[config.mk]
export PLATFORM = sky130hd
export DESIGN_NAME = credit_fifo
export DESIGN_NICKNAME = d
export VERILOG_FILES = /design/src/rtl/credit_fifo.sv
export VERILOG_INCLUDE_DIRS = /design/src /design/src/rtl
export SDC_FILE = /design/constraint.sdc
export NUM_CORES = 1
export LEC_CHECK = 0
export BUFFER_PORTS_ARGS = -buffer_cell sky130_fd_sc_hd__buf_2
export CAP_MARGIN = 20
export CELL_PAD_IN_SITES_DETAIL_PLACEMENT = 0
export CELL_PAD_IN_SITES_GLOBAL_PLACEMENT = 1
export CORE_MARGIN = 5
export CORE_UTILIZATION = 45
export CTS_CLUSTER_DIAMETER = 60
export CTS_CLUSTER_SIZE = 14
export DETAILED_ROUTE_END_ITERATION = 8
export PLACE_DENSITY = 0.85
export RECOVER_POWER = 100
export SYNTH_ARGS = -nofsm -noshare
export SYNTH_HDL_FRONTEND = slang
export SYNTH_SLANG_ARGS = --single-unit
[constraint.sdc]
create_clock -name clk -period 2.73 [get_ports clk]
set_input_delay 0.1365 -clock clk [delete_from_list [all_inputs] [get_ports clk]]
set_output_delay 0.1365 -clock clk [all_outputs]
set_load 0.1 [all_outputs]
[src/rtl/mem_cfg.svh]
`ifndef MEM_CFG_SVH
`define MEM_CFG_SVH

// Data path width in bits
`define MEM_DW 32

// Word address width, 256 words
`define MEM_AW 8

// Request queue depth, also the credits a port starts with
`define MEM_FIFO_DEPTH 4

// Peer load/store ports on the shared RAM
`define MEM_PORTS 2

`endif

[src/rtl/credit_fifo.sv]
`timescale 1ns/1ps

`include "mem_cfg.svh"

module credit_fifo #(
    parameter int  DEPTH     = `MEM_FIFO_DEPTH,
    parameter type payload_t = logic
) (
    input  logic     clk,
    input  logic     rst_n,
    input  logic     push,
    input  payload_t push_data,
    input  logic     pop,
    output payload_t pop_data,
    output logic     empty,
    output logic     credit
);
    localparam int PW = (DEPTH > 1) ? $clog2(DEPTH) : 1;

    payload_t                     slots [DEPTH];
    logic [PW-1:0]                wr_ptr;
    logic [PW-1:0]                rd_ptr;
    logic [$clog2(DEPTH+1)-1:0]   count;

    always_ff @(posedge clk) begin
        if (!rst_n) begin
            wr_ptr <= '0;
            rd_ptr <= '0;
            count  <= '0;
        end else begin
            if (push) begin
                wr_ptr <= (wr_ptr == PW'(DEPTH - 1)) ? '0 : wr_ptr + 1'b1;
            end
            if (pop) begin
                rd_ptr <= (rd_ptr == PW'(DEPTH - 1)) ? '0 : rd_ptr + 1'b1;
            end
            case ({push, pop})
                2'b10:   count <= count + 1'b1;
                2'b01:   count <= count - 1'b1;
                default: count <= count;
            endcase
        end
    end

    always_ff @(posedge clk) begin
        if (push) begin
            slots[wr_ptr] <= push_data;
        end
    end

    assign pop_data = slots[rd_ptr];
    assign empty    = (count == '0);
    assign credit   = pop;   // Slot freed, sender may reuse it

endmodule

# Yosys cells after proc, flatten, opt, wreduce, memory -nomap -nowiden

Memory sizes are Yosys's and may differ from the RTL's. A register that Yosys moved wholly into a read port is not among the register bits.
Index checks and enable logic that the tools add are counted.

Register bits after elaboration: 7
Bits in latches: 0
RAM bits: 4
Memory bits (read-only): 0
Output and inout bits: 3
Memories kept: 1

Memory list:

| memory | depth | width | read ports | clocked after memory_dff | write ports | RTL line          | RTL |
|---|---|---|---|---|---|---|---|
| slots  | 4     | 1     | 1          | 1                        | 1           | credit_fifo.sv:20 | `payload_t slots [DEPTH];` |

$add $sub $neg: 4
Multiply operators: 0
Divide/modulo/power cells: 0
Order comparisons: 0
Eq/ne operators: 4
Shift operators: 0
Mux-type cells: 7
Bitwise logic cells: 0
Reduce and logical (&&, ||, !) cells: 2

Operators by type and width:

| cell                                                                | count |
|---|---|
| 2-bit two-way mux                                                   | 4 |
| 2-bit == test (second input constant)                               | 3 |
| 3-bit one-hot mux with 2 select lines                               | 1 |
| 2-bit by 1-bit adder with 2-bit output (second input constant)      | 2 |
| 3-bit by 1-bit adder with 3-bit output (second input constant)      | 1 |
| 3-bit logical NOT                                                   | 1 |
| 3-bit by 1-bit subtractor with 3-bit output (second input constant) | 1 |
| 2-bit by 1-bit == test with 1-bit output (second input constant)    | 1 |
| 1-bit two-way mux                                                   | 2 |
| 2-bit nonzero test                                                  | 1 |

# Logic depth before layout (Yosys ltp)

Depth after elaboration: 4
Mapped depth: 7
Mapped depth without buffers: 7

# Worst setup path before layout

No wires, ideal clock.

Kind: flip-flop to output port
From: register count[1]
To: output port empty
Data arrival time: 2.375 ns
Data required time: 2.594 ns
Path slack: 0.219 ns
Stages on the path, launching flop included: 2
Path through: dfxtp_1 nor3_1

Word-level cells in the longest chain between the ends: 1

RTL lines:

| what                     | RTL line          | RTL |
|---|---|---|
| start: declaration       | credit_fifo.sv:23 | `logic [$clog2(DEPTH+1)-1:0] count;` |
| start signal: assignment | credit_fifo.sv:38 | `2'b10: count <= count + 1'b1;` |
| start signal: assignment | credit_fifo.sv:39 | `2'b01: count <= count - 1'b1;` |
| start signal: assignment | credit_fifo.sv:40 | `default: count <= count;` |
| 3-bit logical NOT        | credit_fifo.sv:52 | `assign empty = (count == '0);` |
| end: declaration         | credit_fifo.sv:15 | `output logic empty,` |

No other way between the ends.

==> summary.txt <==
Outcome
  – Status: finished clean

Power
  – Pleak: 0.267 nW
  – Pwr/cell area: 668 nW/µm²
  – Worst VDD drop: 0.296 mV

Detailed routing
  – Final WL: between 700 and 800 µm
  – DRT Pass-1 Iters: 4
  – Initial DRC count: 6
  – DRC Markers: 0
  – WL per Instance: just under 10 µm
  – Via/cell ratio: 4.69
  – Routed Antenna Nets: 0
  – Via count: between 300 and 400

Synthesis
  – Synth unique cells: 20
  – FF+latch count, synth: 13
  – Most frequent cell after synthesis: dfxtp_1
  – Top cells by count, synth: dfxtp_1 (9), and2_1 (6), ha_1 (6), inv_1 (6), edfxtp_1 (4)
  – Largest area contributor in the netlist: dfxtp_1
  – Fraction of registers with async set/reset: 0
  – Number of synthesized flops with an enable pin: 4
  – Syn Area/Cell: approximately 12 µm²
  – Top_reg_cell synth: dfxtp_1
  – Synthesized cell area: 606 µm²
  – YS warnings: 0
  – Largest cells by area after synthesis: dfxtp_1 (30%), edfxtp_1 (20%), ha_1 (12%)
  – Synth Net Count: between 60 and 70
  – Post-Synthesis Cells: between 50 and 60
  – Sequential cell area fraction in the yosys report: 0.496
  – Synth top area share: 0.298

GRT
  – Grt peak-use layer: met2
  – Met1 usage: 0.110
  – Largest net degree at the start of global routing: 8
  – GR Overflow Total: 0
  – First-pass GRT wire length: about 1300 µm
  – Met3 Use GR: 0.0352
  – Initial antenna violation count: 0
  – Vias in the first global route: ~350
  – Global-route usage over all layers: 0.0909
  – Met2 usage: 0.121

Placement
  – Post-place setup slack: approximately 1.1 ns
  – Cell Count Post-Placement: 73
  – Routability Congestion: approximately 0.7
  – Post-DP HPWL: roughly 600 µm
  – I/O Buffers: 7

Hold path
  – Hold endpoint: slots[3]
  – Hold path cells: 1
  – Hold/Removal Path Class: in2reg
  – Hold Crit Start: push_data

STA
  – Final Hold Viols: 0
  – Slew HR: 0.230
  – Period utilization: 0.693
  – Slew Limit Fails: 0
  – Unrepaired setup endpoints after global routing: no
  – Measured slew at the worst slew-check pin: around 1.2 ns
  – Setup Skew: about 0.001 ns
  – Final WS setup: 0.839 ns
  – Post-layout min period: around 1.9 ns
  – Fin Setup TNS: 0 ns
  – FMAX: 529 MHz
  – Final count of negative-setup-slack endpoints: 0

CTS
  – Postcts setup bufs: 0
  – CTS buffer count: 3
  – CTS Hold Buffers Added: 0
  – Post_cts resized: 0
  – Clock sinks: 13
  – Clock-pin slew on the worst setup and hold paths: about 0.080 ns
  – CTS tree: yes
  – CTS H-tree depth: 1
  – Clock Latency Late Sink: approximately 0.27 ns
  – Root Buffer: clkbuf_4
  – Buffer depth of the longest clock path: 2

Final layout
  – Share of cells above drive strength 1: 0.0968
  – Nets: 75
  – Finished Layout Cells: 77
  – Number of diodes: 0
  – Layout area overhead: 11.0%

Run
  – Number of max-cap violations: 0

Setup path
  – Startpoint types: flop
  – CP max stage delay: approximately 0.85 ns
  – Kind of end point of the critical path: output port
  – R2R cell count: 5
  – Reg2Reg Setup Slack: around 1.2 ns
  – Worst Path Class, Setup: reg2out
  – Reg2reg start: count[0]
  – Worst path bufs/invs: 1
  – WP data arrival: roughly 1.8 ns
  – Crit path cell chain: mux4_2, clkbuf_1
  – Worst r2r dst: count[2]
  – WP data required: approximately 2.6 ns
  – Crit-path slowest cell: clkbuf_1
  – Family with the most delay on the worst path: buffers and inverters
  – Worst-path fanout max: 1

Die
  – Die area: between 2000 and 2500 µm²
  – Num ports: 8
  – Die extent in y: between 40 and 50 µm
  – Core footprint: roughly 1300 µm²
  – Row Count: 13
  – Die W: roughly 47 µm
  – Starting Density: 0.471
-- how the worst max path moves through the flow --
stage | from | end | slack (ns) | depth (start not counted)
after detailed placement | push | count[2] | 1.11 | 8
final | flop | pop_data | 0.84 | 2
after floorplan | count[1] | empty | 0.22 | 1
after CTS | flop | pop_data | 1.19 | 2
after global routing | flop | pop_data | 0.77 | 2
after global placement | push | count[2] | 1.12 | 8
-- cell families after synthesis --
| logic type | synth area share |
|---|---|
| AOI/OAI and AO/OA | 0.0537 |
| xor gates and xnor gates | 0.0289 |
| adders and majority gates | 0.157 |
| buffers and inverters | 0.0496 |
| DFF | 0.496 |
| muxes | 0.0702 |
| and+or+nand+nor | 0.145 |
-- power by group --
group	switching, mW	internal, mW	total [mW]
clock network	0.0596	0.0566	0.116
registers	0.00958	0.214	0.224
logic	0.0789	0.0294	0.108
total	0.148	0.300	0.449
-- stage by stage --
step            util  hold slack [ns]  power (mW)  cell area (µm²)
2_1_floorplan      -            0.235       0.322              606
3_3_place_gp   0.507            0.353       0.340              652
3_5_place_dp   0.507            0.357       0.341              652
4_1_cts        0.528           0.0720       0.459              678
5_1_grt        0.523            0.120       0.478              672
6_report       0.523            0.117       0.449              672
-- layer usage --
layer,share of wire,vias to the layer above
li1,-,194
met1,0.50,156
met2,0.41,7
met3,0.057,4
met4,0.031,0
met5,0,-
-- final cells by class --
cell class,count,area (µm²)
sequential,13,300
tap,15,18.8
inverter,6,22.5
multi-input combinational,32,275
timing repair buffer,7,28.8
fill,123,613
clock buffer,4,26.3
-- layout by cell type (no fill, tap or decap), drive strengths merged, types with 2 or more instances in the layout --
cell    instances
and2            6
buf             2
clkbuf          9
dfxtp           9
edfxtp          4
ha              6
inv             6
mux2i           2
nor2b           3
nor3            2
o21a            2
o21ai           2
No activity file was read; power rests on OpenSTA's default activity.
