**config.mk**
```make
export PLATFORM = sky130hd
export DESIGN_NAME = mem_ctrl
export DESIGN_NICKNAME = d
export VERILOG_FILES = /design/src/rtl/mem_pkg.sv /design/src/rtl/mem_ctrl.sv
export VERILOG_INCLUDE_DIRS = /design/src /design/src/rtl
export SDC_FILE = /design/constraint.sdc
export NUM_CORES = 1
export LEC_CHECK = 0
export ABC_AREA = 1
export BUFFER_PORTS_ARGS = -buffer_cell sky130_fd_sc_hd__buf_2
export CAP_MARGIN = 30
export CORE_MARGIN = 2
export CORE_UTILIZATION = 41
export CTS_BUF_LIST = sky130_fd_sc_hd__clkbuf_4 sky130_fd_sc_hd__clkbuf_8 sky130_fd_sc_hd__clkbuf_16
export DETAILED_ROUTE_END_ITERATION = 10
export PLACE_DENSITY = 0.71
export SETUP_SLACK_MARGIN = 0.15
export SLEW_MARGIN = 20
export SYNTH_ARGS = -nofsm -noshare
export SYNTH_HDL_FRONTEND = slang
export SYNTH_SLANG_ARGS = --single-unit
```
**constraint.sdc**
```tcl
create_clock -name clk -period 2.55 [get_ports clk]
set_input_delay 0.255 -clock clk [delete_from_list [all_inputs] [get_ports clk]]
set_output_delay 0.255 -clock clk [all_outputs]
set_load 0.02 [all_outputs]
```
**src/rtl/mem_cfg.svh**
```systemverilog
`ifndef MEM_CFG_SVH
`define MEM_CFG_SVH

// Data path width in bits
`define MEM_DW 32

// Word address width, 256 words
`define MEM_AW 8

// Request queue depth, also the credits a port starts with
`define MEM_FIFO_DEPTH 4

// Peer load/store ports on the shared RAM
`define MEM_PORTS 2

`endif

```
**src/rtl/mem_pkg.sv**
```systemverilog
`include "mem_cfg.svh"

package mem_pkg;

    // Bit 3 set marks a store
    typedef enum logic [3:0] {
        LS_SEL_LB  = 4'h0,
        LS_SEL_LBU = 4'h1,
        LS_SEL_LH  = 4'h2,
        LS_SEL_LHU = 4'h3,
        LS_SEL_LW  = 4'h4,
        LS_SEL_LWL = 4'h5,
        LS_SEL_LWR = 4'h6,
        LS_SEL_SB  = 4'h8,
        LS_SEL_SH  = 4'h9,
        LS_SEL_SW  = 4'ha,
        LS_SEL_SWL = 4'hb,
        LS_SEL_SWR = 4'hc
    } ls_sel_e;

    typedef logic [$clog2(`MEM_PORTS)-1:0] port_t;

    typedef struct packed {
        ls_sel_e           sel;
        logic [31:0]       addr;           // Byte address
        logic [`MEM_DW-1:0] rt_data;
        logic              has_exception;
        logic              refetch;
    } ls_req_t;

    // What the read side needs to finish a load
    typedef struct packed {
        ls_sel_e            sel;
        logic [1:0]         lo;
        logic [`MEM_DW-1:0] rt_data;
    } ld_ctx_t;

    typedef struct packed {
        logic                 wr;
        logic [`MEM_AW-1:0]   addr;        // Word address
        logic [`MEM_DW/8-1:0] be;
        logic [`MEM_DW-1:0]   wdata;
        ld_ctx_t              ctx;
    } ram_req_t;

    typedef struct packed {
        port_t              port;
        logic [`MEM_DW-1:0] rdata;
        ld_ctx_t            ctx;
    } ram_rsp_t;

endpackage

```
**src/rtl/mem_ctrl.sv**
```systemverilog
`timescale 1ns/1ps

`include "mem_cfg.svh"

module mem_ctrl (
    input  logic               clk,
    input  logic               rst_n,
    input  logic               req_valid,
    input  mem_pkg::ls_req_t   req,
    output logic               push,
    output mem_pkg::ram_req_t  push_data,
    output logic               drop_credit
);
    import mem_pkg::*;

    logic       kill;
    logic [1:0] lo;
    ram_req_t   fmt;

    assign kill = req.has_exception | req.refetch;
    assign lo   = req.addr[1:0];

    always_comb begin
        fmt             = '0;
        fmt.addr        = req.addr[`MEM_AW+1:2];
        fmt.ctx.sel     = req.sel;
        fmt.ctx.lo      = lo;
        fmt.ctx.rt_data = req.rt_data;
        case (req.sel)
            LS_SEL_SB: begin
                fmt.wr    = 1'b1;
                fmt.be    = 4'b0001 << lo;
                fmt.wdata = {4{req.rt_data[7:0]}};
            end
            LS_SEL_SH: begin
                fmt.wr    = 1'b1;
                fmt.be    = lo[1] ? 4'b1100 : 4'b0011;
                fmt.wdata = {2{req.rt_data[15:0]}};
            end
            LS_SEL_SW: begin
                fmt.wr    = 1'b1;
                fmt.be    = 4'b1111;
                fmt.wdata = req.rt_data;
            end
            LS_SEL_SWL: begin
                // High bytes of rt land from lane 0 up to the addressed lane
                fmt.wr    = 1'b1;
                fmt.be    = 4'b1111 >> (2'd3 - lo);
                fmt.wdata = req.rt_data >> {2'd3 - lo, 3'b000};
            end
            LS_SEL_SWR: begin
                fmt.wr    = 1'b1;
                fmt.be    = 4'b1111 << lo;
                fmt.wdata = req.rt_data << {lo, 3'b000};
            end
            default: begin
                fmt.wr    = 1'b0;   // Loads go out as plain reads
            end
        endcase
    end

    always_ff @(posedge clk) begin
        if (!rst_n) begin
            push        <= 1'b0;
            drop_credit <= 1'b0;
        end else begin
            push        <= req_valid & ~kill;
            drop_credit <= req_valid & kill;   // Credit back, no access
        end
    end

    always_ff @(posedge clk) begin
        if (req_valid) begin
            push_data <= fmt;
        end
    end

endmodule

```
## After elaboration in Yosys (flattened, before gate mapping)

Cells that the tools add are included.

| cells by class | value |
|---|---|
| add/sub/neg operators | 1 |
| equal/unequal tests | 5 |
| shift-type cells | 5 |
| muxes and demuxes | 3 |
| bitwise operators | 4 |
| reductions and logical operators | 1 |

Operators by type and width:

| operator | number |
|---|---|
| 36-bit one-hot mux with 5 select lines | 1 |
| 32-bit by 5-bit left shift with 32-bit output | 1 |
| 32-bit by 5-bit >> shifter with 32-bit output | 1 |
| 4-bit == test (second input constant) | 5 |
| 5-bit OR reduction | 1 |
| 4-bit two-way mux | 1 |
| 1-bit by 2-bit left shift with 4-bit output (first input constant) | 1 |
| 4-bit by 2-bit left shift with 4-bit output (first input constant) | 1 |
| 4-bit by 2-bit >> shifter with 4-bit output (first input constant) | 1 |
| 1-bit AND | 2 |
| 2-bit subtractor (first input constant) | 1 |
| 1-bit two-way mux | 1 |
| 1-bit inverter | 1 |
| 1-bit OR | 1 |

| word-level totals | value |
|---|---|
| flip-flop bits (word level) | 85 |
| input bits | 73 |
| output and inout bits | 85 |
| word-level logic and storage cells | 28 |

## Depth between registers and ports, before layout

| logic depth | value |
|---|---|
| depth in word-level cells | 3 |
| gate-level depth with buffers | 9 |
| mapped depth without buffers | 7 |

## Worst setup path after synthesis

OpenSTA, ideal clock, no wires.

| timing | value |
|---|---|
| path type | input to register |
| start point | input port req[34] in the netlist's numbering |
| end point | register push_data[51] in the netlist's numbering, data pin |
| arrival time | 1.015 ns |
| setup slack | 1.272 ns |
| cell stages on the path | 7 |
| buffers on the path | 3 |
| cells stage by stage | buf_2 -> buf_4 -> buf_2 -> nand2_1 -> inv_1 -> o211ai_1 -> nand3_1 |

RTL lines:

| what | RTL line | text |
|---|---|---|
| start, declared | mem_ctrl.sv:9 | `input mem_pkg::ls_req_t req,` |
| end signal, assigned | mem_ctrl.sv:74 | `push_data <= fmt;` |
| end, declared | mem_ctrl.sv:11 | `output mem_pkg::ram_req_t push_data,` |

==> metrics <==
layout cells sized above 1 a little over a quarter; global-route wire length before repair 18400 µm; Post-Synthesis Cell Area 4380 µm²; CP max FO 11; simple-gate share of the synthesized area between 30% and 40%; post-cts sizing count 0; GP Congestion 0.807; #FFs+latches synth 85; Power, Total around 3.3 mW; minimum clock period between 1.5 and 2 ns; clock-pin slew on the worst setup and hold paths around 0.08 ns; mux share of post-synthesis cell area 0%; via count 4092; required time of the critical path between 2 and 3 ns; grt total ovfl 0; number of port buffers ~140; HPWL after detailed placement between 7000 and 8000 µm; Mapped Cells ~500; row cnt 37; HP Class in2reg; P_sw ~0.92 mW; CTS hold repair buffers 0; die width about 110 µm; crit path DAT ~2.1 ns; Setup Buffers After CTS 0; final cycle utilization of the critical path 72.9%; status finished clean; DR iter-0 viols approximately 420; syn nets around 580; Avg Synthesized Cell Area around 8.7 µm²; clk sink count 85; CP Capture Type flop; Final Worst Setup Slack just under 0.7 ns; Starting Density ~42%; Synth Area in Compound Gates 3.72%; Distinct cells, synth 22; antenna viol nets, final 0; Leakage 2.60 nW; DP Cell Count ~760; Switching Fraction between 20% and 30%; Logic pwr share approximately 17%; Max Cap Viol 0; Area Overhead vs Synth 23.2%; Filler cells slightly above 900; Sequential Power Share 50.3%; initial antenna violation count 0; Final Hold Fails 0; setup TNS 0 ns; # nets final slightly above 700; leading cell types in the layout, fill and taps excluded nand2_1 (139), buf_2 (134), nand3_1 (104); Slew Limit Fails 0; pin count of the biggest net entering global routing 47; multi-input logic area roughly 1500 µm²; Pint between 2 and 2.5 mW; Via density 5.29; FF+latch area roughly 2500 µm²; Die Height about 110 µm; n_diodes 0; io pins around 160; core area about 10000 µm²; Clock power frac between 30% and 40%; largest family of logic cells by synthesized area simple AND/OR/NAND/NOR gates; dpl ws 0.357 ns; root buf cell clkbuf_8; worst-margin pin slew 0.995 ns; CP startpoint req[66]; pwr/cell area between 600 and 700 nW/µm²; CTS tree done; CTS Buf Count 9; Routed WL ~12000 µm; HP Start req[1]; Hold Path Stages 2; Adder-Cell Fraction of Synth Area 0%; Finished Layout Cells approximately 770; Critical Path Start Type primary input; Pre-Repair DR Iteration Count 5; post-synthesis xor/xnor area fraction 0%; drt wl/cell approximately 15 µm; Seq/Total Area, Yosys approximately 58%; worst-case clock buffer depth 2; vias in the first global route 3779; Fmax around 540 MHz; setup violators final 0; VDD IR max roughly 0.00024 V; Crit Path Class in2reg; yosys warns 0; RSZ-0062 raised after global routing no; worst rel slew slack between 30% and 40%; Total Routing Usage GR 20.9%; die footprint about 12000 µm²; H-tree depth 3; DRC violations left 0; commonest non-fill, non-tap cell in the layout nand2_1
==> power by group through the flow <==
stage               Sequential (mW)  Combinational [mW]  Clock [mW]
floorplan                      1.87               0.180           0
global placement               1.72               0.567           0
detailed placement             1.72               0.579           0
CTS                            1.69               0.581        1.10
global route                   1.70               0.633        1.16
finish                         1.69               0.582        1.08
==> final timing paths <==
check / slack (ns) / endpoint
max: 0.69 / push_data[41]
min: 0.05 / push
==> worst max-delay path, stage by stage <==
cell	delay (ns)
buf_2	0.15
inv_1	0.05
nor2_1	0.74
nand2_1	0.20
nand3_1	0.46
nand2_1	0.12
nand3_1	0.10
==> cell families (layout without fill, tap and decap cells) <==
| group | Yosys count | in the layout |
|---|---|---|
| and+or+nand+nor | 319 | 319 |
| DFF | 85 | 85 |
| buffers and inverters | 70 | 204 |
| AOI/OAI and AO/OA | 29 | 29 |
==> metrics by stage <==
| stage | util [%] | hold slack [ns] | instance area (µm²) |
|---|---|---|---|
| detailed placement | 50.1 | 0.434 | 5170 |
| global placement | 50.1 | 0.432 | 5170 |
| floorplan | - | 0.331 | 4380 |
| CTS | 52.2 | 0.0429 | 5390 |
| global route | 52.2 | 0.0428 | 5390 |
| finish | 52.2 | 0.0522 | 5390 |
==> sequential cells by signal, summed over array words and instances, names as in the netlist <==
register,flops
drop_credit,1
push,1
push_data,83
==> cells in the mapped netlist <==
cell type / number / share of area [%]
buf_1: 2 / 0.17
inv_2: 6 / 0.51
a21oi_1: 6 / 0.69
o21ai_1: 5 / 0.57
edfxtp_1: 83 / 57
o211ai_1: 7 / 1.2
nand4_1: 4 / 0.57
o21ai_0: 11 / 1.3
dfxtp_1: 2 / 0.91
nand2_2: 2 / 0.29
nand2_1: 139 / 12
nor2_1: 53 / 4.5
buf_4: 4 / 0.69
clkbuf_1: 4 / 0.34
and2_1: 6 / 0.86
nor3_1: 7 / 0.80
nand3_1: 104 / 12
nor2_2: 1 / 0.14
nor4_1: 1 / 0.14
nor2_4: 2 / 0.51
inv_1: 40 / 3.4
buf_2: 14 / 1.6
==> metal layers <==
metal	routed length, µm	GRT usage (%)	vias up	share of wire [%]
li1	-	-	1953	-
met1	4970	26.9	1870	42
met2	5530	33.7	253	46
met3	1260	5.33	16	11
met4	152	8.72	0	1.3
met5	0	0	-	0
==> final cells by class <==
cell class	instances	area share [%]
Clock buffer	12	2.83
Inverter	46	3.20
Timing Repair Buffer	142	13.8
Tap cell	136	3.16
Sequential cell	85	47.0
Multi-Input combinational cell	348	28.7
Clock inverter	4	1.35
(Power assumes the default switching activity.)
