File: src/rtl/mem_cfg.svh
`ifndef MEM_CFG_SVH
`define MEM_CFG_SVH

// Data path width in bits
`define MEM_DW 32

// Word address width, 256 words
`define MEM_AW 8

// Request queue depth, also the credits a port starts with
`define MEM_FIFO_DEPTH 4

// Peer load/store ports on the shared RAM
`define MEM_PORTS 2

`endif

File: src/rtl/mem_pkg.sv
`include "mem_cfg.svh"

package mem_pkg;

    // Bit 3 set marks a store
    typedef enum logic [3:0] {
        LS_SEL_LB  = 4'h0,
        LS_SEL_LBU = 4'h1,
        LS_SEL_LH  = 4'h2,
        LS_SEL_LHU = 4'h3,
        LS_SEL_LW  = 4'h4,
        LS_SEL_LWL = 4'h5,
        LS_SEL_LWR = 4'h6,
        LS_SEL_SB  = 4'h8,
        LS_SEL_SH  = 4'h9,
        LS_SEL_SW  = 4'ha,
        LS_SEL_SWL = 4'hb,
        LS_SEL_SWR = 4'hc
    } ls_sel_e;

    typedef logic [$clog2(`MEM_PORTS)-1:0] port_t;

    typedef struct packed {
        ls_sel_e           sel;
        logic [31:0]       addr;           // Byte address
        logic [`MEM_DW-1:0] rt_data;
        logic              has_exception;
        logic              refetch;
    } ls_req_t;

    // What the read side needs to finish a load
    typedef struct packed {
        ls_sel_e            sel;
        logic [1:0]         lo;
        logic [`MEM_DW-1:0] rt_data;
    } ld_ctx_t;

    typedef struct packed {
        logic                 wr;
        logic [`MEM_AW-1:0]   addr;        // Word address
        logic [`MEM_DW/8-1:0] be;
        logic [`MEM_DW-1:0]   wdata;
        ld_ctx_t              ctx;
    } ram_req_t;

    typedef struct packed {
        port_t              port;
        logic [`MEM_DW-1:0] rdata;
        ld_ctx_t            ctx;
    } ram_rsp_t;

endpackage

File: src/rtl/load_align.sv
`timescale 1ns/1ps

`include "mem_cfg.svh"

module load_align (
    input  mem_pkg::ram_rsp_t   rsp,
    output logic [`MEM_DW-1:0]  rsp_data
);
    import mem_pkg::*;

    logic [`MEM_DW-1:0] word;
    logic [`MEM_DW-1:0] rt;
    logic [1:0]         lo;
    logic [7:0]         byte_v;
    logic [15:0]        half_v;
    logic [4:0]         l_sh;   // LWL shift, bytes kept from rt below
    logic [4:0]         r_sh;

    assign word   = rsp.rdata;
    assign rt     = rsp.ctx.rt_data;
    assign lo     = rsp.ctx.lo;
    assign byte_v = word[{lo, 3'b000} +: 8];
    assign half_v = lo[1] ? word[31:16] : word[15:0];
    assign l_sh   = {2'd3 - lo, 3'b000};
    assign r_sh   = {lo, 3'b000};

    always_comb begin
        case (rsp.ctx.sel)
            LS_SEL_LB: begin
                rsp_data = {{24{byte_v[7]}}, byte_v};
            end
            LS_SEL_LBU: begin
                rsp_data = {24'h0, byte_v};
            end
            LS_SEL_LH: begin
                rsp_data = {{16{half_v[15]}}, half_v};
            end
            LS_SEL_LHU: begin
                rsp_data = {16'h0, half_v};
            end
            LS_SEL_LWL: begin
                // Low memory bytes fill rt from the top
                rsp_data = (word << l_sh) | (rt & ~(32'hffff_ffff << l_sh));
            end
            LS_SEL_LWR: begin
                rsp_data = (word >> r_sh) | (rt & ~(32'hffff_ffff >> r_sh));
            end
            default: begin
                rsp_data = word;   // LW
            end
        endcase
    end

endmodule

File: config.mk
export PLATFORM = sky130hd
export DESIGN_NAME = load_align
export DESIGN_NICKNAME = d
export VERILOG_FILES = /design/src/rtl/mem_pkg.sv /design/src/rtl/load_align.sv
export VERILOG_INCLUDE_DIRS = /design/src /design/src/rtl
export SDC_FILE = /design/constraint.sdc
export NUM_CORES = 1
export LEC_CHECK = 0
export ABC_CLOCK_PERIOD_IN_PS = 4500
export BUFFER_PORTS_ARGS = -buffer_cell sky130_fd_sc_hd__buf_2
export CAP_MARGIN = 20
export CORE_MARGIN = 4
export CORE_UTILIZATION = 50
export DETAILED_ROUTE_END_ITERATION = 16
export MAX_ROUTING_LAYER = met4
export PLACE_DENSITY = 0.92
export RECOVER_POWER = 50
export REMOVE_ABC_BUFFERS = 1
export SYNTH_ARGS = -nofsm -noshare
export SYNTH_HDL_FRONTEND = slang
export SYNTH_SLANG_ARGS = --single-unit
File: constraint.sdc
create_clock -name vclk -period 4.5
set_input_delay 0.9 -clock vclk [all_inputs]
set_output_delay 0.9 -clock vclk [all_outputs]
set_load 0.005 [all_outputs]
-- Word-level counts from Yosys, hierarchy flattened
Index checks and enable logic that the tools add are counted.
- muxes and demuxes: 2
- equality and inequality tests: 5
- bitwise gates (word level): 6
- $add $sub $neg: 1
- shift operators: 5
- reduce and logical (&&, ||, !) cells: 1
- operator list (cell ; count):
    $pmux 32 s6 ; 1
    $and 32x32->32 ; 2
    $not 32->32 ; 2
    $or 32x32->32 ; 2
    $shiftx 32x6->8 ; 1
    $shl 32x5->32 ; 1
    $shl 32x5->32 const A ; 1
    $shr 32x5->32 ; 1
    $shr 32x5->32 const A ; 1
    $mux 16 ; 1
    $eq 4x2->1 const B ; 2
    $eq 4x3->1 const B ; 2
    $eq 4x1->1 const B ; 1
    $logic_not 4->1 ; 1
    $sub 2x2->2 const A ; 1
- output and inout bits: 32
- flip-flop bits (word level): 0
- word-level logic and storage cells: 20
- input bits: 71

-- Depth between registers and ports, before layout
Gate-level depths: netlist of the first run.
- word-level depth: 6
- mapped depth: 7
- mapped depth without buffers: 4

-- Least setup slack after synthesis of the first run
OpenSTA, ideal clock, no wires.
- kind: input to output
- start: input port rsp[32] (netlist name)
- end: output port rsp_data[24]
- stages on the path: 6
- buffers on the path: 2
- slack: 1.466 ns
- required time: 3.600 ns
- arrival: 2.134 ns
- path through: buf_2 -> buf_4 -> nor2_2 -> mux2_2 -> a22oi_1 -> a21oi_2
- cells in the longest elaborated chain, start to end: 6
- elaborated cells between the ends (all ways): 13
- those cells by class: add/sub: 1; shift: 5; mux: 1; bitwise: 6
- RTL lines (item ; line ; RTL):
    start: declaration ; load_align.sv:6 ; input mem_pkg::ram_rsp_t rsp,
    $sub 2x2->2 ; load_align.sv:24 ; assign l_sh = {2'd3 - lo, 3'b000};
    $shl 32x5->32 ; load_align.sv:43 ; rsp_data = (word << l_sh) | (rt & ~(32'hffff_ffff << l_sh));
    $not 32->32 ; load_align.sv:43 ;
    $and 32x32->32 ; load_align.sv:43 ;
    $or 32x32->32 ; load_align.sv:43 ;
    $pmux 32 s6 (*) ; load_align.sv:28 ; case (rsp.ctx.sel)
    end: declaration ; load_align.sv:7 ; output logic [`MEM_DW-1:0] rsp_data
Mark *: on every way between the ends. The rest lies on a longest branch, timed or not.

-- Worst setup path in the final report of the first run
- start: input port rsp[32] (netlist name)
- end: output port rsp_data[31]
The elaborated chain is that of the path after synthesis.

==> results of run 1 <==
[power by group through the flow]
| stage | clock [W] | sequential [W] | combinational [W] |
|---|---|---|---|
| 2_1_floorplan | 0 | 0 | 0.000145 |
| 3_3_place_gp | 0 | 0 | 0.000264 |
| 3_5_place_dp | 0 | 0 | 0.000271 |
| 4_1_cts | 0 | 0 | 0.000272 |
| 5_1_grt | 0 | 0 | 0.000296 |
| 6_report | 0 | 0 | 0.000273 |
[layout make-up]
type	instances	area, sq um
multi-input combinational	221	1850
inverter	1	3.75
timing repair buffer	111	568
fill	352	1290
tap	48	60.1
[cell usage in the layout (no fill, tap or decap), drive strengths merged]
master	Yosys	final
nor2b	2	2
clkbuf	3	8
o22ai	8	8
mux4	16	16
nor3	1	1
nand2	24	24
a21oi	20	20
a221o	8	8
clkinv	1	1
buf	22	103
mux2	8	8
a211oi	2	2
and3	1	1
xnor2	1	1
mux2i	49	49
a21o	1	1
nor2	37	37
a22oi	10	10
nand3	1	1
o21ba	1	1
o211ai	15	15
or3b	1	1
a31oi	15	15
[metal layers]
metal | wire, um | up-vias
met3 | 660 | 11
met1 | 2800 | 1153
met2 | 3340 | 150
met5 | 0 | -
li1 | - | 1148
met4 | 91 | 0
[per-stage QoR]
step	setup WS [ps]	hold WS [ps]	power [W]
4_1_cts	735	2170	0.000272
2_1_floorplan	1280	1930	0.000145
5_1_grt	291	2190	0.000296
6_report	388	2160	0.000273
3_3_place_gp	768	2160	0.000264
3_5_place_dp	735	2160	0.000271
[path summary, 6_finish.rpt]
| path | to | cells past startpoint | start | slack (ps) |
|---|---|---|---|---|
| min | rsp_data[15] | 4 | rsp[53] | 2160 |
| max | rsp_data[31] | 7 | rsp[32] | 390 |
[critical path, stage by stage]
cell	delay, ps
buf_2	130
clkbuf_2	570
nor2_2	700
mux2_2	420
a22oi_1	230
a21oi_2	80
buf_2	170
[cell usage after synthesis]
cell type  instances  area share (%)
o22ai_1            8             2.5
nand3_1            1            0.25
a21oi_2            9             3.9
nor2_2             1            0.31
or3b_1             1            0.44
mux4_2            16              18
a211oi_4           2             2.0
nor3_2             1            0.50
a22oi_1            9             3.4
nand2_1           23             4.3
mux2i_1           49              24
and3_1             1            0.31
nor2b_1            2            0.62
buf_1              1            0.19
clkbuf_1           3            0.56
a21o_1             1            0.37
mux2_2             8             4.5
a221o_1            8             4.0
buf_2             14             3.5
buf_4              3             1.1
o21ba_2            1            0.50
a22oi_2            1            0.62
xnor2_1            1            0.44
o211ai_1          15             5.6
clkinv_1           1            0.19
buf_6              4             2.2
nor2_1            36             6.7
a21oi_1           11             2.7
a31oi_4            1             1.1
a31oi_1           14             4.4
nand2_2            1            0.31
[cells by family (layout without fill, tap and decap cells)]
group	count (synthesis)	count (layout)	synth area share, %
AOI/OAI and AO/OA	80	80	31.1
muxes	73	73	46.9
and+or+nand+nor	67	67	13.8
buffers and inverters	26	112	7.80
xor gates and xnor gates	1	1	0.437
==> results.md, run 1 <==
- Max cap viols: 0
- Worst setup EP type: primary output
- Period utilisation layout: 91.4%
- Largest net degree at the start of global routing: 33
- GPL Wtd Cong: 0.952
- Switching power: 0.000145 W
- HPWL Detailed: 5100 um
- Area of placed instances: 0.00249 sq mm
- Post-Route Setup TNS: 0 ps
- Total area of sequential cells: 0 sq um
- Layout cells sized above 1: 44.1%
- Fin. max-slew vios: 0
- First-pass iteration count of the detailed router: 4
- Starting Density: 53.2%
- Post-CTS Hold Buffers: 0
- Grt ovf: 0
- Total Nets Final: 406
- DR iter-0 viols: 145
- DRC: 0
- IR drop worst, VDD: 0.0905 mV
- Setup CP Type: input port to primary output
- Initial antenna violation count: 0
- Sequential share of the synthesized area: 0%
- Power share of the combinational group: 100.0%
- Layout Area Growth over Synthesis: 23.9%
- Placed insts: 381
- Seq_cells: 0
- Total Wirelength: 6890 um
- Crit-path max FO: 32
- Pint: 0.000129 W
- Yosys Warn Count: 0
- Post-layout util: 65.9%
- Core Footprint: 0.00377 sq mm
- Worst Tran Pin Value: 1080 ps
- Vias in the first global route: 2360
- Avg Cell Area, Syn: 8.12 sq um
- Setup crit start kind: input port
- ANT cells: 0
- Io pins: 103
- GRT met1 Usage: 34.7%
- Post-CTS setup buffers: 0
- Die X: 71.3 um
- Cell variety after synth: 31
- Mapped cell area: 0.00201 sq mm
- Input/output buffers: 102
- Power Density: 110 mW/mm^2
- Total GRT Usage: 26.3%
- GR Util met3: 0.982%
- Final ANT Viol Nets: 0
- Post-route cell area: 0.00248 sq mm
- Setup-failing EPs final: 0
- Non-filler cells, final: 381
- Tightest Hold Check Type: input port to primary output
- DR WL/cell: 18.1 um
- FP Rows: 22
- Die H: 71.3 um
- Required time worst endpoint: 3600 ps
- Lkg Pwr: 1.11 nW
- Flop pwr share: 0%
- First-pass GRT wire length: 10900 um
- Global-route met2 utilization: 44.8%
- Worst Path Arrival: 3210 ps
- Top Usage Layer GRT: met2
- Period minus WS final: 4110 ps
- Total number of vias: 2462
- Post-cts sizing count: 0
- Die Area: 0.00509 sq mm
- RSZ-0062 raised after global routing: no
- Final hold vios: 0
- Vias per cell: 6.46
- Relative slew slack: 27.9%
- Peak Freq: 243 MHz
- Number of clock buffers in the layout: 0
- Clock power share: 0%
- Outcome: finished clean
- Net Sw Frac: 52.9%
- Syn Inst Count: 247
No activity file was read; power rests on OpenSTA's default activity.
==> inputs of run 2 (changes only) <==
--- a/config.mk
+++ b/config.mk
@@ -7,13 +7,13 @@
 export NUM_CORES = 1
 export LEC_CHECK = 0
 export ABC_CLOCK_PERIOD_IN_PS = 4500
-export BUFFER_PORTS_ARGS = -buffer_cell sky130_fd_sc_hd__buf_2
 export CAP_MARGIN = 20
 export CORE_MARGIN = 4
 export CORE_UTILIZATION = 50
 export DETAILED_ROUTE_END_ITERATION = 16
+export DONT_BUFFER_PORTS = 1
 export MAX_ROUTING_LAYER = met4
-export PLACE_DENSITY = 0.92
+export PLACE_DENSITY = 0.7
 export RECOVER_POWER = 50
 export REMOVE_ABC_BUFFERS = 1
 export SYNTH_ARGS = -nofsm -noshare
==> run 2 against run 1 <==
  * Critical path depth shrank 3
  * Total power shrank 36%
  * Flip-flop and latch count is the same
  * Highest routed layer is now met3
  * Worst setup slack gained 380 ps
  * Sequential share of layout area is the same
  * Via count shrank 18%
==> results.md, run 2 (same netlist as run 1, synthesis figures left out) <==
- Outcome: finished clean
- Vias in the first global route: 1989
- Worst Tran Pin Value: 1090 ps
- Post-CTS setup buffers: 0
- Setup crit start kind: input port
- Worst Path Arrival: 2840 ps
- Vias per cell: 7.32
- Initial antenna violation count: 0
- IR drop worst, VDD: 0.0568 mV
- First-pass GRT wire length: 10000 um
- Die Area: 0.00509 sq mm
- Input/output buffers: 0
- Layout Area Growth over Synthesis: -2.93%
- ANT cells: 0
- Fin. max-slew vios: 0
- Setup-failing EPs final: 0
- Layout cells sized above 1: 20.4%
- Required time worst endpoint: 3600 ps
- Post-cts sizing count: 0
- Die H: 71.3 um
- Fill cells: 382
- Critical path launch point: rsp[35]
- First-pass iteration count of the detailed router: 5
- Starting Density: 53.2%
- Post-Route Setup TNS: 0 ps
- FP Rows: 22
- Relative slew slack: 26.9%
- Lkg Pwr: 0.701 nW
- Final hold vios: 0
- Total Nets Final: 299
- Total design power: 0.000176 W
- Final ANT Viol Nets: 0
- DRC: 0
- Most common cell after layout, fill and taps aside: mux2i_1
- End of the critical path: rsp_data[16]
- Post-CTS Hold Buffers: 0
- Peak Freq: 268 MHz
- Period utilisation layout: 83.0%
- Total number of vias: 2007
- Max cap viols: 0
- Period minus WS final: 3740 ps
- Grt ovf: 0
- Tightest Hold Check Type: input port to primary output
- Io pins: 103
- HPWL Detailed: 4400 um
- Worst setup EP type: primary output
- Die X: 71.3 um
- Total area of sequential cells: 0 sq um
- Crit-path max FO: 17
- Most frequent cells in the layout: mux2i_1 (49), nor2_1 (36), nand2_1 (23)
- Total GRT Usage: 24.2%
- Seq_cells: 0
- DR iter-0 viols: 102
- DR WL/cell: 23.0 um
- Setup CP Type: input port to primary output
- RSZ-0062 raised after global routing: no
- Largest net degree at the start of global routing: 55
- Core Footprint: 0.00377 sq mm
- Total Wirelength: 6300 um
- GPL Wtd Cong: 0.858
- Number of clock buffers in the layout: 0
- Power Density: 90.5 mW/mm^2
-- run 2: layout make-up --
cell class / instances / area, sq um / share of cell area, %
Tap cell: 48 / 60.1 / 3.08
Inverter: 1 / 3.75 / 0.193
Multi-Input combinational cell: 221 / 1850 / 95.2
Timing Repair Buffer: 4 / 30.0 / 1.54
-- run 2: per-layer routing --
metal	global-route usage, %	vias to the layer above	part of all wire (%)
li1	-	933	-
met1	32.4	959	42
met2	41.1	115	48
met3	2.95	0	9.8
met4	1.46	0	0
met5	-	-	0
-- run 2: critical path, stage by stage --
cell and delay [ps]:
or3b_1 610, a211oi_4 60, a211oi_4 920, a31oi_1 340
-- run 2: worst min path at each step --
stage	startpoint	end	slack [ps]	depth (start not counted)
after global routing	rsp[46]	rsp_data[8]	1950	2
final	rsp[47]	rsp_data[9]	1940	2
after floorplan	rsp[48]	rsp_data[10]	1930	2
after detailed placement	rsp[51]	rsp_data[13]	1930	2
after global placement	rsp[57]	rsp_data[19]	1940	2
after CTS	rsp[51]	rsp_data[13]	1930	2
-- run 2: report_power, final --
group	internal (W)	switching, W	leakage (nW)
combinational	0.0000878	0.0000885	0.701
sequential	0	0	0
clock	0	0	0
-- run 2: metrics by stage --
stage	util, %	cells	setup WS (ps)	area, sq um	hold WS [ps]
after floorplan	-	222	1280	1850	1930
after global placement	51.6	274	751	1950	1940
after detailed placement	51.6	274	739	1950	1930
after CTS	51.6	274	740	1950	1930
after global routing	51.6	274	654	1950	1950
final	51.6	274	764	1950	1940
==> inputs of run 3 (changes only) <==
--- a/config.mk
+++ b/config.mk
@@ -6,7 +6,7 @@
 export SDC_FILE = /design/constraint.sdc
 export NUM_CORES = 1
 export LEC_CHECK = 0
-export ABC_CLOCK_PERIOD_IN_PS = 4500
+export ABC_CLOCK_PERIOD_IN_PS = 3890
 export CAP_MARGIN = 20
 export CORE_MARGIN = 4
 export CORE_UTILIZATION = 50
==> constraint.sdc (replaced) <==
create_clock -name vclk -period 3.89
set_input_delay 0.778 -clock vclk [all_inputs]
set_output_delay 0.778 -clock vclk [all_outputs]
set_load 0.005 [all_outputs]
==> run 3 against run 2 <==
  * Final cell count rose by 0.73%
  * Count of clock-buffer cells in the layout did not move
  * Sequential share of layout area did not move
  * Flip-flop and latch count did not move
  * Routed wire length rose by 4.0%
  * Global-route usage rose by 0.61 points
  * Worst hold slack got worse by 240 ps
  * Final area rose by 0.13%
  * Critical path depth did not move
  * Non-clock buffer count rose by 2
  * Critical endpoint unchanged
==> results.md, run 3 (same netlist as run 1, synthesis figures left out) <==
- DR iter-0 viols: 115
- DP Worst Slack: 617 ps
- Core Footprint: 0.00377 sq mm
- Post-CTS setup buffers: 0
- Worst setup EP type: primary output
- DR WL/cell: 23.7 um
- Hold path cells: 2
- Setup-failing EPs final: 0
- Total Nets Final: 301
- Die H: 71.3 um
- Post-CTS Hold Buffers: 0
- Starting Density: 53.2%
- Number of clock buffers in the layout: 0
- Delay-heaviest family, CP: compound AO/OA/AOI/OAI gates
- Final WS setup: 554 ps
- Outcome: finished clean
- CP Cell Sequence: mux2i_1 > a22oi_1 > a211oi_4 > a31oi_1
- Initial antenna violation count: 0
- Hold Startpoint: rsp[52]
- Most common cell after layout, fill and taps aside: mux2i_1
- Layout cells sized above 1: 19.7%
- Seq_cells: 0
- Total Wirelength: 6550 um
- Worst Tran Pin Value: 1090 ps
- DRC: 0
- Post-cts sizing count: 0
- Tightest Hold Check Type: input port to primary output
- Peak Freq: 300 MHz
- Post-route cell area: 0.00195 sq mm
- Die Area: 0.00509 sq mm
- Multi-input logic area: 0.00185 sq mm
- Largest net degree at the start of global routing: 55
- Layout Area Growth over Synthesis: -2.81%
- Area of placed instances: 0.00196 sq mm
- Period utilisation layout: 85.8%
- Setup CP Type: input port to primary output
- Post-layout util: 51.7%
- Total GRT Usage: 24.8%
- Setup crit start kind: input port
- ANT cells: 0
- Period minus WS final: 3340 ps
- Input/output buffers: 0
- Io pins: 103
- HPWL Detailed: 4630 um
- CP max-delay cell: a211oi_4
- IR drop worst, VDD: 0.0763 mV
- Final ANT Viol Nets: 0
- First-pass iteration count of the detailed router: 4
- Relative slew slack: 27.4%
- Max incr delay on CP: 940 ps
- Total area of sequential cells: 0 sq um
- Max cap viols: 0
- Die X: 71.3 um
- Fill cells: 381
- Most frequent cells in the layout: mux2i_1 (49), nor2_1 (36), nand2_1 (23)
- Grt ovf: 0
- Vias per cell: 7.46
- Final hold vios: 0
- Required time worst endpoint: 3110 ps
- Lkg Pwr: 0.702 nW
- Power Density: 105 mW/mm^2
- Worst min-delay path endpoint: rsp_data[14]
- Post-Route Setup TNS: 0 ps
- Buffers & Inverters on Critical Path: 0
- GPL Wtd Cong: 0.807
- Worst Path Arrival: 2560 ps
- Crit-path max FO: 34
- RSZ-0062 raised after global routing: no
- First-pass GRT wire length: 10300 um
- Fin. max-slew vios: 0
- FP Rows: 22
- Vias in the first global route: 2060
- Total number of vias: 2058
## run 3: worst max path at each step
stage / endpoint / cells past startpoint / startpoint
6_report: rsp_data[16] / 4 / rsp[32]
3_3_place_gp: rsp_data[16] / 4 / rsp[32]
5_1_grt: rsp_data[16] / 4 / rsp[32]
3_5_place_dp: rsp_data[16] / 4 / rsp[32]
4_1_cts: rsp_data[16] / 4 / rsp[32]
2_1_floorplan: rsp_data[22] / 4 / rsp[34]
## run 3: stage by stage
| step | cells | hold WS (ps) | power [W] |
|---|---|---|---|
| finish | 276 | 1690 | 0.000204 |
| global route | 276 | 1700 | 0.000221 |
| CTS | 276 | 1690 | 0.000206 |
| detailed placement | 276 | 1690 | 0.000206 |
| global placement | 276 | 1690 | 0.000202 |
| floorplan | 222 | 1680 | 0.000167 |
## run 3: metal layers
metal  wire (um)  vias to the layer above  GRT usage [%]
li1            -                      938              -
met1        2660                     1002           32.8
met2        3220                      116           40.4
met3         643                        2           3.93
met4          17                        0           4.59
met5           0                        -              -
## run 3: cell type report
| type | instances | area share (%) |
|---|---|---|
| Multi-Input combinational cell | 221 | 94.8 |
| Tap cell | 48 | 3.08 |
| Timing Repair Buffer | 6 | 1.93 |
| Inverter | 1 | 0.193 |
## run 3: power breakdown
group / total [W] / switching, W / internal (W)
logic: 0.000204 / 0.000103 / 0.000101
registers: 0 / 0 / 0
clock network: 0 / 0 / 0
total: 0.000204 / 0.000103 / 0.000101
